==> src/source/imul_pkg.sv <==
/*
 * imul_pkg
 * Widths, sizes and payload types shared by the two-port
 * iterative integer multiply unit
 */
`default_nettype none

package imul_pkg;

  // Operand and product width
  localparam int imul_width       = 32;
  // Requester ports sharing the multiplier
  localparam int imul_ports       = 2;
  // Entries in every request and response queue
  localparam int imul_queue_depth = 2;

  // Derived sizes for queue pointers, queue count and step counter
  localparam int imul_qptr_bits   = $clog2(imul_queue_depth);
  localparam int imul_qcnt_bits   = $clog2(imul_queue_depth + 1);
  localparam int imul_step_bits   = $clog2(imul_width);

  typedef logic [$clog2(imul_ports)-1:0] imul_port_t;

  // One multiply request, a in the upper half
  typedef struct packed {
    logic [imul_width-1:0] a;
    logic [imul_width-1:0] b;
  } imul_req_t;

  // Low half of the product only
  typedef struct packed {
    logic [imul_width-1:0] product;
  } imul_resp_t;

  // Request and result tagged with the owning port
  typedef struct packed {
    imul_port_t port;
    imul_req_t  req;
  } imul_tag_req_t;

  typedef struct packed {
    imul_port_t port;
    imul_resp_t resp;
  } imul_tag_resp_t;

endpackage

`default_nettype wire

==> src/source/imul_queue.sv <==
/*
 * imul_queue
 * Small FIFO with valid/ready on both sides, payload chosen by a
 * type parameter. Items show at the output from the cycle after
 * they are written; there is no bypass path.
 */
`timescale 1ns/100ps
`default_nettype none

module imul_queue
  import imul_pkg::*;
#(
  parameter type payload_t = imul_req_t
)
(
  input  logic     clk,
  input  logic     rst_n,
  input  logic     in_val,
  output logic     in_rdy,
  input  payload_t in_msg,
  output logic     out_val,
  input  logic     out_rdy,
  output payload_t out_msg
);

  // Storage and circular pointers
  payload_t                  mem [imul_queue_depth];
  logic [imul_qptr_bits-1:0] wr_ptr;
  logic [imul_qptr_bits-1:0] rd_ptr;
  logic [imul_qcnt_bits-1:0] count;
  logic                      do_write;
  logic                      do_read;

  // Pointer advance with wrap at the last entry
  function automatic logic [imul_qptr_bits-1:0] ptr_inc(input logic [imul_qptr_bits-1:0] ptr);
    if (ptr == imul_qptr_bits'(imul_queue_depth - 1))
    begin
      return '0;
    end
    return ptr + imul_qptr_bits'(1);
  endfunction

  // Full and empty come straight from the count
  assign in_rdy   = (count != imul_qcnt_bits'(imul_queue_depth));
  assign out_val  = (count != '0);
  assign out_msg  = mem[rd_ptr];
  assign do_write = in_val && in_rdy;
  assign do_read  = out_val && out_rdy;

  // Payload storage
  always_ff @(posedge clk)
  begin
    if (do_write)
    begin
      mem[wr_ptr] <= in_msg;
    end
  end

  // Pointers and occupancy
  always_ff @(posedge clk)
  begin
    if (!rst_n)
    begin
      wr_ptr <= '0;
      rd_ptr <= '0;
      count  <= '0;
    end
    else
    begin
      if (do_write)
      begin
        wr_ptr <= ptr_inc(wr_ptr);
      end
      if (do_read)
      begin
        rd_ptr <= ptr_inc(rd_ptr);
      end
      // Simultaneous push and pop leaves the count alone
      case ({do_write, do_read})
        2'b10:   count <= count + imul_qcnt_bits'(1);
        2'b01:   count <= count - imul_qcnt_bits'(1);
        default: count <= count;
      endcase
    end
  end

endmodule

`default_nettype wire

==> src/source/imul_port_arbiter.sv <==
/*
 * imul_port_arbiter
 * Round-robin choice between the request queues feeding the single
 * multiplier. Granted requests are tagged with their port; results
 * are steered back to the response queue named by the tag.
 */
`timescale 1ns/100ps
`default_nettype none

module imul_port_arbiter
  import imul_pkg::*;
(
  input  logic                        clk,
  input  logic                        rst_n,
  // Request queue outputs
  input  logic       [imul_ports-1:0] q_val,
  output logic       [imul_ports-1:0] q_rdy,
  input  imul_req_t  [imul_ports-1:0] q_msg,
  // Toward the multiplier
  output logic                        mul_val,
  input  logic                        mul_rdy,
  output imul_tag_req_t               mul_msg,
  // Results from the multiplier
  input  logic                        res_val,
  output logic                        res_rdy,
  input  imul_tag_resp_t              res_msg,
  // Response queue inputs
  output logic       [imul_ports-1:0] rsp_val,
  input  logic       [imul_ports-1:0] rsp_rdy,
  output imul_resp_t [imul_ports-1:0] rsp_msg
);

  imul_port_t last_grant;
  imul_port_t pref;
  imul_port_t other;
  imul_port_t grant;

  // --------------------------------------------------------------------------
  // Request side
  // --------------------------------------------------------------------------

  // Port not served last has priority
  assign pref  = ~last_grant;
  assign other = ~pref;
  // Preferred port if it has work, otherwise the other one
  assign grant = q_val[pref] ? pref : other;

  assign mul_val          = |q_val;
  assign mul_msg.port     = grant;
  assign mul_msg.req      = q_msg[grant];

  // Each ready looks only at the other queue's valid
  always_comb
  begin
    q_rdy        = '0;
    q_rdy[pref]  = mul_rdy;
    q_rdy[other] = mul_rdy && !q_val[pref];
  end

  // Remember who was served; reset value lets port 0 go first
  always_ff @(posedge clk)
  begin
    if (!rst_n)
    begin
      last_grant <= imul_port_t'(imul_ports - 1);
    end
    else if (mul_val && mul_rdy)
    begin
      last_grant <= grant;
    end
  end

  // --------------------------------------------------------------------------
  // Result side
  // --------------------------------------------------------------------------

  // Valid only to the tagged port, payload fanned out to all
  always_comb
  begin
    for (int p = 0; p < imul_ports; p++)
    begin
      rsp_val[p] = res_val && (res_msg.port == imul_port_t'(p));
      rsp_msg[p] = res_msg.resp;
    end
  end

  // Stall the multiplier when the owning queue is full
  // (blocks the other port too, by design)
  assign res_rdy = rsp_rdy[res_msg.port];

endmodule

`default_nettype wire

==> src/source/imul_iterative.sv <==
/*
 * imul_iterative
 * Shift-and-add multiplier, one bit of b per cycle. Finishes early
 * once the remaining bits of b are zero. Only the low half of the
 * product is kept, so two's-complement wraparound gives the signed
 * result with no sign handling. The port tag rides along.
 */
`timescale 1ns/100ps
`default_nettype none

module imul_iterative
  import imul_pkg::*;
(
  input  logic           clk,
  input  logic           rst_n,
  input  logic           in_val,
  output logic           in_rdy,
  input  imul_tag_req_t  in_msg,
  output logic           out_val,
  input  logic           out_rdy,
  output imul_tag_resp_t out_msg
);

  typedef enum logic [1:0] {
    st_idle,
    st_calc,
    st_done
  } state_t;

  state_t                    state;
  logic [imul_step_bits-1:0] step;
  logic [imul_width-1:0]     a_reg;
  logic [imul_width-1:0]     b_reg;
  logic [imul_width-1:0]     b_next;
  logic [imul_width-1:0]     acc;
  imul_port_t                port_reg;
  logic                      last_step;

  // Handshake straight from the state
  assign in_rdy  = (state == st_idle);
  assign out_val = (state == st_done);

  assign out_msg.port         = port_reg;
  assign out_msg.resp.product = acc;

  // Stop when b runs out of ones or after the final bit
  assign b_next    = b_reg >> 1;
  assign last_step = (b_next == '0) || (step == imul_step_bits'(imul_width - 1));

  // --------------------------------------------------------------------------
  // Control FSM
  // --------------------------------------------------------------------------

  always_ff @(posedge clk)
  begin
    if (!rst_n)
    begin
      state <= st_idle;
      step  <= '0;
    end
    else
    begin
      case (state)
        st_idle:
        begin
          if (in_val)
          begin
            // b of zero needs no steps at all
            state <= (in_msg.req.b == '0) ? st_done : st_calc;
            step  <= '0;
          end
        end
        st_calc:
        begin
          step <= step + imul_step_bits'(1);
          if (last_step)
          begin
            state <= st_done;
          end
        end
        st_done:
        begin
          // Result held until taken
          if (out_rdy)
          begin
            state <= st_idle;
          end
        end
        default: state <= st_idle;
      endcase
    end
  end

  // --------------------------------------------------------------------------
  // Datapath
  // --------------------------------------------------------------------------

  always_ff @(posedge clk)
  begin
    if (state == st_idle && in_val)
    begin
      a_reg    <= in_msg.req.a;
      b_reg    <= in_msg.req.b;
      acc      <= '0;
      port_reg <= in_msg.port;
    end
    else if (state == st_calc)
    begin
      // Add partial product for the current bit of b
      if (b_reg[0])
      begin
        acc <= acc + a_reg;
      end
      a_reg <= a_reg << 1;
      b_reg <= b_next;
    end
  end

endmodule

`default_nettype wire

==> src/source/imul_top.sv <==
/*
 * imul_top
 * Two-port integer multiply unit. Per-port request queues feed a
 * round-robin arbiter into one iterative multiplier; results come
 * back through per-port response queues in request order.
 */
`timescale 1ns/100ps
`default_nettype none

module imul_top
  import imul_pkg::*;
(
  input  logic                        clk,
  input  logic                        rst_n,
  input  logic       [imul_ports-1:0] req_val,
  output logic       [imul_ports-1:0] req_rdy,
  input  imul_req_t  [imul_ports-1:0] req_msg,
  output logic       [imul_ports-1:0] resp_val,
  input  logic       [imul_ports-1:0] resp_rdy,
  output imul_resp_t [imul_ports-1:0] resp_msg
);

  // Request queues to arbiter
  logic           [imul_ports-1:0] q_val;
  logic           [imul_ports-1:0] q_rdy;
  imul_req_t      [imul_ports-1:0] q_msg;

  // Arbiter and multiplier
  logic                            mul_val;
  logic                            mul_rdy;
  imul_tag_req_t                   mul_msg;
  logic                            res_val;
  logic                            res_rdy;
  imul_tag_resp_t                  res_msg;

  // Arbiter to response queues
  logic           [imul_ports-1:0] rsp_val;
  logic           [imul_ports-1:0] rsp_rdy;
  imul_resp_t     [imul_ports-1:0] rsp_msg;

  // --------------------------------------------------------------------------
  // Per-port queues
  // --------------------------------------------------------------------------

  for (genvar p = 0; p < imul_ports; p++)
  begin : g_port
    imul_queue #(.payload_t(imul_req_t)) req_q (
      .clk     (clk),
      .rst_n   (rst_n),
      .in_val  (req_val[p]),
      .in_rdy  (req_rdy[p]),
      .in_msg  (req_msg[p]),
      .out_val (q_val[p]),
      .out_rdy (q_rdy[p]),
      .out_msg (q_msg[p])
    );

    imul_queue #(.payload_t(imul_resp_t)) resp_q (
      .clk     (clk),
      .rst_n   (rst_n),
      .in_val  (rsp_val[p]),
      .in_rdy  (rsp_rdy[p]),
      .in_msg  (rsp_msg[p]),
      .out_val (resp_val[p]),
      .out_rdy (resp_rdy[p]),
      .out_msg (resp_msg[p])
    );
  end

  // --------------------------------------------------------------------------
  // Shared arbiter and multiplier
  // --------------------------------------------------------------------------

  imul_port_arbiter arb (
    .clk     (clk),
    .rst_n   (rst_n),
    .q_val   (q_val),
    .q_rdy   (q_rdy),
    .q_msg   (q_msg),
    .mul_val (mul_val),
    .mul_rdy (mul_rdy),
    .mul_msg (mul_msg),
    .res_val (res_val),
    .res_rdy (res_rdy),
    .res_msg (res_msg),
    .rsp_val (rsp_val),
    .rsp_rdy (rsp_rdy),
    .rsp_msg (rsp_msg)
  );

  imul_iterative mul (
    .clk     (clk),
    .rst_n   (rst_n),
    .in_val  (mul_val),
    .in_rdy  (mul_rdy),
    .in_msg  (mul_msg),
    .out_val (res_val),
    .out_rdy (res_rdy),
    .out_msg (res_msg)
  );

endmodule

`default_nettype wire

==> config.mk <==
export PLATFORM = sky130hd
export DESIGN_NAME = imul_top
export DESIGN_NICKNAME = d
export VERILOG_FILES = /design/src/source/imul_pkg.sv /design/src/source/imul_queue.sv /design/src/source/imul_port_arbiter.sv /design/src/source/imul_iterative.sv /design/src/source/imul_top.sv
export SDC_FILE = /design/constraint.sdc
export NUM_CORES = 1
export LEC_CHECK = 0
export BUFFER_PORTS_ARGS = -buffer_cell sky130_fd_sc_hd__buf_2
export CORE_AREA = 2 2 210 212
export CTS_CLUSTER_SIZE = 16
export DETAILED_ROUTE_END_ITERATION = 16
export DIE_AREA = 0 0 212 214
export HOLD_SLACK_MARGIN = 0.03
export PLACE_DENSITY = 0.68
export RECOVER_POWER = 100
export SETUP_SLACK_MARGIN = 0.3
export SYNTH_ARGS = -nofsm -noshare
export SYNTH_HDL_FRONTEND = slang
export SYNTH_SLANG_ARGS = --single-unit
==> constraint.sdc <==
create_clock -name clk -period 8.25 [get_ports clk]
set_clock_uncertainty 0.15 [all_clocks]
set_input_delay 0.4125 -clock clk [delete_from_list [all_inputs] [get_ports clk]]
set_output_delay 0.4125 -clock clk [all_outputs]
set_load 0.01 [all_outputs]
==> results_dict.tcl, run 1 <==
set metrics [dict create \
    max_freq_mhz 193 \
    grt_pass1_vias 12900 \
    regArea_mm2 0.0147 \
    dieWidth_um 212 \
    layout.cells.non_filler 2433 \
    ys.flop_type "edfxtp_1" \
    area_growth_pct 19.7 \
    max_slew.worst_pin.slew_ns 4.09 \
    io_pins 202 \
    clock_path_buffers 3 \
    syn_nets 1653 \
    p_leak_nw 8.89 \
    drive_above_1_share 0.121 \
    htree_levels 2 \
    numPortBuffers 201 \
    grt_pass1_wl_um 72700 \
    grt_overflow 0 \
    drv_cap 12 \
    wl_um 46900 \
    fin_util 0.592 \
    fin_crit_sh 0.629 \
    setup.worst_path.class "flip-flop to flip-flop" \
    clock_latency_ns 0.60 \
    insertedDiodeCount 0 \
    yosysTopAreaCellShare 0.635 \
    synth_edf_count 449 \
    hold_class "input port to flip-flop" \
    crit_chain "or2_0 > mux2i_1 > buf_4 > mux2_2 > nand2_1 > nor4_1 > a41o_1 > o21ai_1 > and2_0" \
    gp_congestion 0.839 \
    finalMaxSlewViolations 511 \
    synthCells 1481 \
    start_util 0.495 \
    grt_max_degree 107 \
    post-route-cell-area_mm2 0.0254 \
    die_h_um 214 \
    violations "max-capacitance violations, max-slew violations" \
    clock-sinks 509 \
    synth-seq-area-share 0.692 \
    ctsResizeCount 0 \
    total_power_mw 8.94 \
    p_per_area_mw_per_mm2 352 \
    place_inst 2212 \
    antenna_found_initial 0 \
    synth_area_per_cell_um2 14.3 \
    slew_headroom -1.73 \
    layout.nets 1980 \
    period_needed_ns 5.19 \
    max-vdd-ir-drop_mv 0.294 \
    grt_use_total 0.209 \
    drc 0 \
    cp-start-kind "flip-flop" \
    synth_common_cells "edfxtp_1 (449), nand2_1 (176), mux2_2 (106), mux2i_1 (106), a21oi_1 (85)" \
    tns_ns 0 \
    num_rows 76 \
    finalSetupViolCount 0 \
    required_ns 8.59 \
    numCtsBuffers 50 \
    post_drt_wl_per_cell_um 19.3 \
    cts_root_buffer "clkbuf_16" \
    synth.most_common_cell "edfxtp_1" \
    cts_tree "yes" \
    clk_pin_slew_ns 0.06 \
    dp_hpwl_um 29100 \
    syn-cell-area_mm2 0.0212 \
    synth_warnings 0 \
    largest_reg_flops 256 \
    slowest_delay_ns 2.03 \
    firstDrtPassIters 5 \
    design.die.area_mm2 0.0454 \
    reg.largest.list "g_port.req_q.mem x256, g_port.resp_q.mem x128" \
    regMostFlops "g_port.req_q.mem" \
    final-hold-violation-count 0 \
    postSynthRegisterBits 509 \
    ys_types 61 \
    detail_route.iter0.violations 877 \
    fillerInstances 3385 \
    cp_slowest_cell "mux2i_1" \
    worstPathMaxFanout 86 \
    dpl_cell_area_mm2 0.0228 \
    synth-async-reset-ratio 0 \
    status "finished, violations left" \
    cp.arrival_ns 5.53 \
    ant_nets 0 \
    vias 12900 \
    rsz0062_at_grt "false" \
    multi_input_area_mm2 0.00618 \
    viasPerCell 5.32 \
    synth_area_leaders "edfxtp_1 (64%), dfxtp_1 (5.7%), mux2_2 (5.6%), mux2i_1 (5.0%), nand2_1 (3.1%)" \
    synth_top_cell_by_area "edfxtp_1" \
    core_area_mm2 0.0429 \
    crit_path_end_kind "flip-flop" \
]
critical path: cells and delay by family, from the launching register on:
family                 cells  cell delay, ns
AO/OA/AOI/OAI              2            0.38
AND/OR/NAND/NOR            4            0.90
buffers and inverters      1            0.93
flip-flops                 1            0.33
multiplexers               2            2.34
kinds of logic after synthesis:
logic type / share of synthesized area
adders and majority gates: 0.0228
xor gates and xnor gates: 0.0161
muxes: 0.108
and+or+nand+nor: 0.0758
buffers and inverters: 0.0170
AOI/OAI and AO/OA: 0.0686
DFF: 0.692
stage by stage:
| step | worst slack (ns) | hold slack, ns |
|---|---|---|
| floorplan | 4.28 | 0.274 |
| global placement | 4.65 | 0.295 |
| detailed placement | 4.52 | 0.304 |
| CTS | 4.51 | 0.0884 |
| global route | 2.69 | 0.171 |
| finish | 3.06 | 0.138 |
layout make-up:
cell class,count,area share
Inverter,14,0.00207
Sequential cell,509,0.578
Clock inverter,28,0.00931
Timing Repair Buffer,345,0.0854
Multi-Input combinational cell,888,0.243
Tap cell,585,0.0288
Clock buffer,64,0.0525
per-layer routing:
layer | GRT usage | vias to the layer above | wire [um]
met2 | 0.333 | 356 | 21600
met5 | 0 | - | 0
met1 | 0.297 | 6322 | 21900
met3 | 0.0334 | 58 | 2600
li1 | - | 6203 | -
met4 | 0.0587 | 0 | 804
worst paths after layout:
check,start,to,slack [ns],cells after the start
worst max-delay path,g_port[0].req_q.count[1],mul.state[0],3.06,9
worst min-delay path,req_val[0],g_port[0].req_q.wr_ptr,0.14,4
worst max register to register,g_port[0].req_q.count[1],mul.state[0],3.06,9
worst min register to register,mul.step[3],mul.step[3],0.32,1
cell usage in the layout, fill, tap and decap left out, drive strengths merged, types with 2 or more instances in the layout:
| cell | count |
|---|---|
| clkbuf | 242 |
| o21bai | 5 |
| a211oi | 14 |
| or4 | 6 |
| nor4 | 11 |
| a21oi | 85 |
| or3 | 8 |
| a21o | 14 |
| nand2 | 176 |
| xor2 | 9 |
| nand4 | 4 |
| o31ai | 4 |
| inv | 17 |
| clkinv | 22 |
| nor2 | 67 |
| nor2b | 18 |
| or2 | 4 |
| dfxtp | 60 |
| a21boi | 7 |
| nand2b | 8 |
| a2111oi | 4 |
| mux2i | 107 |
| and3 | 8 |
| edfxtp | 449 |
| and2 | 20 |
| a211o | 2 |
| o21ai | 81 |
| a221oi | 2 |
| buf | 38 |
| a31oi | 5 |
| o211ai | 3 |
| dlygate4sd3 | 129 |
| nor3 | 5 |
| o21a | 9 |
| bufinv | 3 |
| ha | 37 |
| xnor2 | 30 |
| mux2 | 107 |
| nand3 | 15 |
power by group:
group / switching [mW] / internal (mW) / total [mW]
combinational: 1.74 / 1.05 / 2.79
sequential: 0.391 / 3.57 / 3.96
clock: 0.948 / 1.24 / 2.19
total: 3.08 / 5.86 / 8.94
repair_timing:
action | 4_1_cts | 5_1_grt
hold endpoints to repair | 257 | 0
setup buffers | 0 | 0
hold buffers | 129 | 0
Note: power is estimated with default switching activity, not from simulation.
==> run 2, diff against run 1 <==
ABC_AREA = 1   (was default)
CORE_AREA = 2 2 212 214   (was 2 2 210 212)
DIE_AREA = 0 0 214 216   (was 0 0 212 214)
clock period = 5 ns   (was 8.25 ns; I/O delays follow)
==> run 2 against run 1 <==
  * The flow still finishes with violations (max-capacitance violations, max-slew violations)
  * Setup slack lost 1.8 ns
  * Cell count rose by 18%
  * Cell area rose by 2.3%
  * Core utilization about the same
  * Clock power rose by 73%
  * Flip-flop and latch count unchanged
  * Critical path type unchanged
  * Critical endpoint is now mul.state[1]
  * Largest cell class unchanged
  * Highest routed layer is now met5
==> results_dict.tcl, run 2 <==
set metrics [dict create \
    path_delay_family "simple AND/OR/NAND/NOR gates" \
    tns_ns 0 \
    violations "max-capacitance violations, max-slew violations" \
    ctsResizeCount 0 \
    final_common_cell "edfxtp_1" \
    total_power_mw 15.3 \
    grt_max_degree 67 \
    fin_util 0.592 \
    setup.worst_path.class "flip-flop to flip-flop" \
    clock_path_buffers 3 \
    area_growth_pct 19.7 \
    post_drt_wl_per_cell_um 18.1 \
    synth_common_cells "edfxtp_1 (449), nand2_1 (374), nor2_1 (226)" \
    antenna_found_initial 7 \
    design.die.area_mm2 0.0462 \
    met3_length_um 2880 \
    crit_top_cell "nand2_1" \
    fin_crit_sh 0.754 \
    synth_top_family_by_area "simple AND/OR/NAND/NOR gates" \
    p_leak_nw 9.84 \
    synth_fa_ha_area_frac 0.0223 \
    crit_chain "nor2_4 > nand2_4 > nand2_1 > nand2_1 > nand2_1 > nand2_1 > nor2_1 > nand2_1 > nor2_1 > nand2_1 > nand2_1 > nand2_1 > a21oi_1" \
    rsz0062_at_grt "false" \
    start_util 0.495 \
    largest_reg_flops 256 \
    synth_warnings 0 \
    numCtsBuffers 52 \
    synth_compound_area_frac 0.0823 \
    clk_pin_slew_ns 0.06 \
    drv_cap 13 \
    synth_area_per_cell_um2 11.4 \
    cts_root_buffer "clkbuf_16" \
    synth.most_common_cell "edfxtp_1" \
    dieWidth_um 214 \
    regMostFlops "g_port.req_q.mem" \
    syn-cell-area_mm2 0.0217 \
    reg.largest.list "g_port.req_q.mem x256, g_port.resp_q.mem x128" \
    crit_path_end_kind "flip-flop" \
    drive_above_1_share 0.0852 \
    cp.arrival_ns 4.14 \
    ant_nets 0 \
    synth_area_leaders "edfxtp_1 (62%), nand2_1 (6.5%), dfxtp_1 (5.5%), o21ai_0 (4.4%), nor2_1 (3.9%)" \
    firstDrtPassIters 5 \
    finalMaxSlewViolations 498 \
    grt_pass1_wl_um 81500 \
    layout.nets 2406 \
    synthSimpleGateAreaFrac 0.141 \
    met1Wirelength_um 21900 \
    final_cell_mix "edfxtp_1 (449), nand2_1 (375), nor2_1 (221)" \
    dp_hpwl_um 33900 \
    p_per_area_mw_per_mm2 587 \
    maxUsedRoutingLayer "met5" \
    io_pins 202 \
    cts_setup_buffers 0 \
    finalSetupViolCount 0 \
    synthMuxAreaShare 0.0332 \
    grt_overflow 0 \
    slew_headroom -0.534 \
    die_h_um 216 \
    synthXorXnorAreaFrac 0.00605 \
    wl_met2_um 25900 \
    synthCells 1903 \
    max_freq_mhz 265 \
    max_slew.worst_pin.slew_ns 2.29 \
    gp_congestion 0.921 \
    grt_use_total 0.226 \
    yosysTopAreaCellShare 0.621 \
    clock_latency_ns 0.60 \
    htree_levels 2 \
    synth_edf_count 449 \
    synth-seq-area-share 0.677 \
    worstPathMaxFanout 66 \
    ys.flop_type "edfxtp_1" \
    numPortBuffers 201 \
    syn_nets 2075 \
    period_needed_ns 3.77 \
    cp-start-kind "flip-flop" \
    num_rows 77 \
    grt_pass1_vias 15000 \
    clock-sinks 509 \
    ys_types 43 \
    cts_tree "yes" \
    slowest_delay_ns 1.62 \
    critPathBufInv 0 \
    synth_top_cell_by_area "edfxtp_1" \
    required_ns 5.37 \
    final-hold-violation-count 0 \
    postSynthRegisterBits 509 \
    max-vdd-ir-drop_mv 0.371 \
    status "finished, violations left" \
    drc 0 \
    cp_slowest_cell "nand2_1" \
    synth-async-reset-ratio 0 \
    vias 14800 \
    core_area_mm2 0.0438 \
    hold_class "input port to flip-flop" \
    viasPerCell 5.17 \
    wl_um 52100 \
    detail_route.iter0.violations 998 \
]
run 2: cell count changes after synthesis, moves of 27 or more:
cell / previous run / this run
nand2_1: 176 / 374
nor2_1: 67 / 226
o21ai_0: 72 / 190
mux2i_1: 106 / 0
inv_1: 14 / 118
nand3_1: 15 / 73
mux2_2: 106 / 64
o21ai_1: 9 / 36
run 2: final timing paths:
path	start	endpoint	slack (ns)	cells past startpoint
min reg2reg	g_port[1].resp_q.rd_ptr	flip-flop	0.31	1
min	req_msg[21]	g_port[0].req_q.mem[1][21]	0.23	2
max reg2reg	g_port[0].req_q.count[1]	mul.state[1]	1.23	13
max	g_port[0].req_q.count[1]	mul.state[1]	1.23	13
run 2: routing by layer:
metal / track usage / vias to the layer above
met5: 0 / -
met4: 0.0753 / 8
met3: 0.0426 / 93
met2: 0.394 / 411
met1: 0.283 / 7039
li1: - / 7281
run 2: final cells by class:
class / count / area (um^2)
tap: 592 / 741
inverter: 122 / 458
multi-input combinational: 1196 / 6180
clock buffer: 61 / 1340
timing repair buffer: 353 / 2240
clock inverter: 35 / 330
fill: 3667 / 17900
sequential: 509 / 14700
antenna: 2 / 5.00
run 2: cells by family after synthesis:
family / after synthesis
AOI/OAI and AO/OA: 337
DFF: 509
buffers and inverters: 198
xor gates and xnor gates: 15
and+or+nand+nor: 742
muxes: 64
adders and majority gates: 38
run 2: metrics by stage:
stage	setup WS (ns)	hold WS [ns]	instances	instance area, um^2
after floorplan	0.994	0.199	1903	21700
after global placement	2.19	0.284	2638	23200
after detailed placement	2.10	0.292	2638	23200
after CTS	2.08	0.181	2868	26300
after global routing	0.922	0.213	2869	26000
final	1.23	0.228	2870	26000
run 2: worst register-to-register path, stage by stage, from the launching register on:
cell	delay, ns
dfxtp_1	0.36
nor2_4	0.17
nand2_4	0.06
nand2_1	1.62
nand2_1	0.34
nand2_1	0.29
nand2_1	0.08
nor2_1	0.09
nand2_1	0.06
nor2_1	0.10
nand2_1	0.13
nand2_1	0.09
nand2_1	0.05
a21oi_1	0.11
run 2: repair_timing:
item / in CTS / in global routing
hold endpoints to repair: 277 / 0
hold buffers: 134 / 0
endpoints found under the setup margin: 0 / 0
run 2: power breakdown:
group	internal, mW	leakage, nW	total (mW)	switching, mW
logic	1.61	4.31	5.12	3.51
clock network	2.18	0.806	3.79	1.61
registers	5.83	4.73	6.34	0.518
==> run 3, diff against run 2 <==
clock period = 3.7 ns   (was 5 ns; I/O delays follow)
==> run 3 against run 2 <==
  * The flow still finishes with violations (max-capacitance violations, max-slew violations)
  * Critical path type unchanged
  * Critical path depth shrank 7
  * Register-to-register slack lost 0.59 ns
  * Setup slack lost 0.59 ns
  * Flip-flop and latch count is the same
  * Sequential share of layout area shrank 0.14 points
  * Total power grew 35%
  * Worst hold slack lost 0.068 ns
  * Largest power group unchanged
==> results_dict.tcl, run 3 (same netlist as run 2, synthesis figures left out) <==
set metrics [dict create \
    status "finished, violations left" \
    violations "max-capacitance violations, max-slew violations" \
    intPower_mw 12.9 \
    final-hold-violation-count 0 \
    num_rows 77 \
    fin_crit_sh 0.827 \
    p_clk_frac 0.244 \
    wl_um 52100 \
    dp_hpwl_um 34700 \
    met1Wirelength_um 21900 \
    crit_path_end_kind "flip-flop" \
    clock_path_buffers 3 \
    cp-start-kind "flip-flop" \
    drive_above_1_share 0.0910 \
    clock_latency_ns 0.60 \
    reg.largest.list "g_port.req_q.mem x256, g_port.resp_q.mem x128" \
    fin_util 0.594 \
    total_power_mw 20.5 \
    max-vdd-ir-drop_mv 0.467 \
    post-route-cell-area_mm2 0.0260 \
    crit_chain "nor2_1 > inv_1 > a21oi_2 > clkbuf_1 > o21ai_0 > a31oi_1" \
    p_leak_nw 9.89 \
    area_growth_pct 20.0 \
    met3_length_um 2300 \
    post_drt_wl_per_cell_um 18.1 \
    slowest_delay_ns 1.31 \
    layout.cells.non_filler 2880 \
    path_delay_family "buffers and inverters" \
    firstDrtPassIters 7 \
    numCtsBuffers 51 \
    grt_pass1_wl_um 81300 \
    max_slew.worst_pin.slew_ns 2.09 \
    io_pins 202 \
    grt_overflow 0 \
    htree_levels 2 \
    die_h_um 216 \
    final_cell_mix "edfxtp_1 (449), nand2_1 (374), nor2_1 (220)" \
    sequentialPowerShare 0.417 \
    layout.nets 2415 \
    switching_share 0.371 \
    fillerInstances 3660 \
    setup.worst_path.class "flip-flop to flip-flop" \
    wl_met2_um 26000 \
    worstPathMaxFanout 36 \
    cts_root_buffer "clkbuf_16" \
    slew_headroom -0.396 \
    design.die.area_mm2 0.0462 \
    drv_cap 4 \
    grt_use_total 0.225 \
    numPortBuffers 201 \
    period_needed_ns 3.06 \
    regMostFlops "g_port.req_q.mem" \
    finalMaxSlewViolations 162 \
    dpl_cell_area_mm2 0.0233 \
    ctsResizeCount 0 \
    cp_slowest_cell "clkbuf_1" \
    netSwitchingPower_mw 7.62 \
    tns_ns 0 \
    rsz0062_at_grt "false" \
    detail_route.iter0.violations 1009 \
    vias 14900 \
    ant_nets 0 \
    hold_class "input port to flip-flop" \
    place_inst 2646 \
    max_freq_mhz 327 \
    grt_max_degree 65 \
    viasPerCell 5.16 \
    dieWidth_um 214 \
    antenna_found_initial 6 \
    critPathBufInv 2 \
    cp.arrival_ns 3.29 \
    final_common_cell "edfxtp_1" \
    required_ns 3.94 \
    cts_tree "yes" \
    p_per_area_mw_per_mm2 789 \
    cts_setup_buffers 0 \
    clk_pin_slew_ns 0.06 \
    pwr-share-comb 0.339 \
    start_util 0.495 \
    drc 0 \
    largest_reg_flops 256 \
    clock-sinks 509 \
    finalSetupViolCount 0 \
    gp_congestion 0.882 \
    grt_pass1_vias 15200 \
    core_area_mm2 0.0438 \
    maxUsedRoutingLayer "met5" \
]
==> run 3: through the flow <==
stage                     worst slack (ns)  hold WS, ns
final                                0.641        0.160
after global routing                 0.407        0.156
after CTS                            0.901        0.115
after detailed placement             0.930        0.226
after global placement               0.968        0.224
after floorplan                      0.762        0.134
==> run 3: path summary, 6_finish.rpt <==
path	start	slack, ns	cells after the start	to
worst max-delay path	mul.state[1]	0.64	6	mul.a_reg[0]
worst max register to register	mul.state[1]	0.64	6	mul.a_reg[0]
worst min register to register	g_port[1].resp_q.rd_ptr	0.30	1	flip-flop
worst min-delay path	req_msg[64]	0.16	2	g_port[1].req_q.mem[0][0]
==> run 3: layer usage <==
metal  vias to the layer above  GRT usage
met5                         -          0
met4                         8     0.0893
met3                       107     0.0341
met2                       355      0.403
met1                      7077      0.273
li1                       7314          -
==> run 3: final cells by class <==
cell class	instances	area, um^2	area share
diodes	2	5.00	0.000192
clock buffers	63	1340	0.0516
clock inverters	33	283	0.0109
inverters	122	458	0.0176
multi-input cells	1196	6210	0.238
flip-flops and latches	509	14700	0.564
well taps	592	741	0.0285
repair buffers	363	2310	0.0889
==> run 3: repair_timing <==
item | in CTS | in global routing
endpoints found under the setup margin | 0 | 0
hold endpoints to repair | 284 | 0
hold buffers | 136 | 0
==> run 3: power by group through the flow <==
stage | Clock [mW] | Combinational (mW) | Sequential, mW
final | 5.02 | 6.97 | 8.56
after global routing | 5.33 | 7.91 | 8.68
after CTS | 5.11 | 7.12 | 8.55
after detailed placement | 0 | 6.97 | 8.66
after global placement | 0 | 6.86 | 8.62
after floorplan | 0 | 5.22 | 8.34
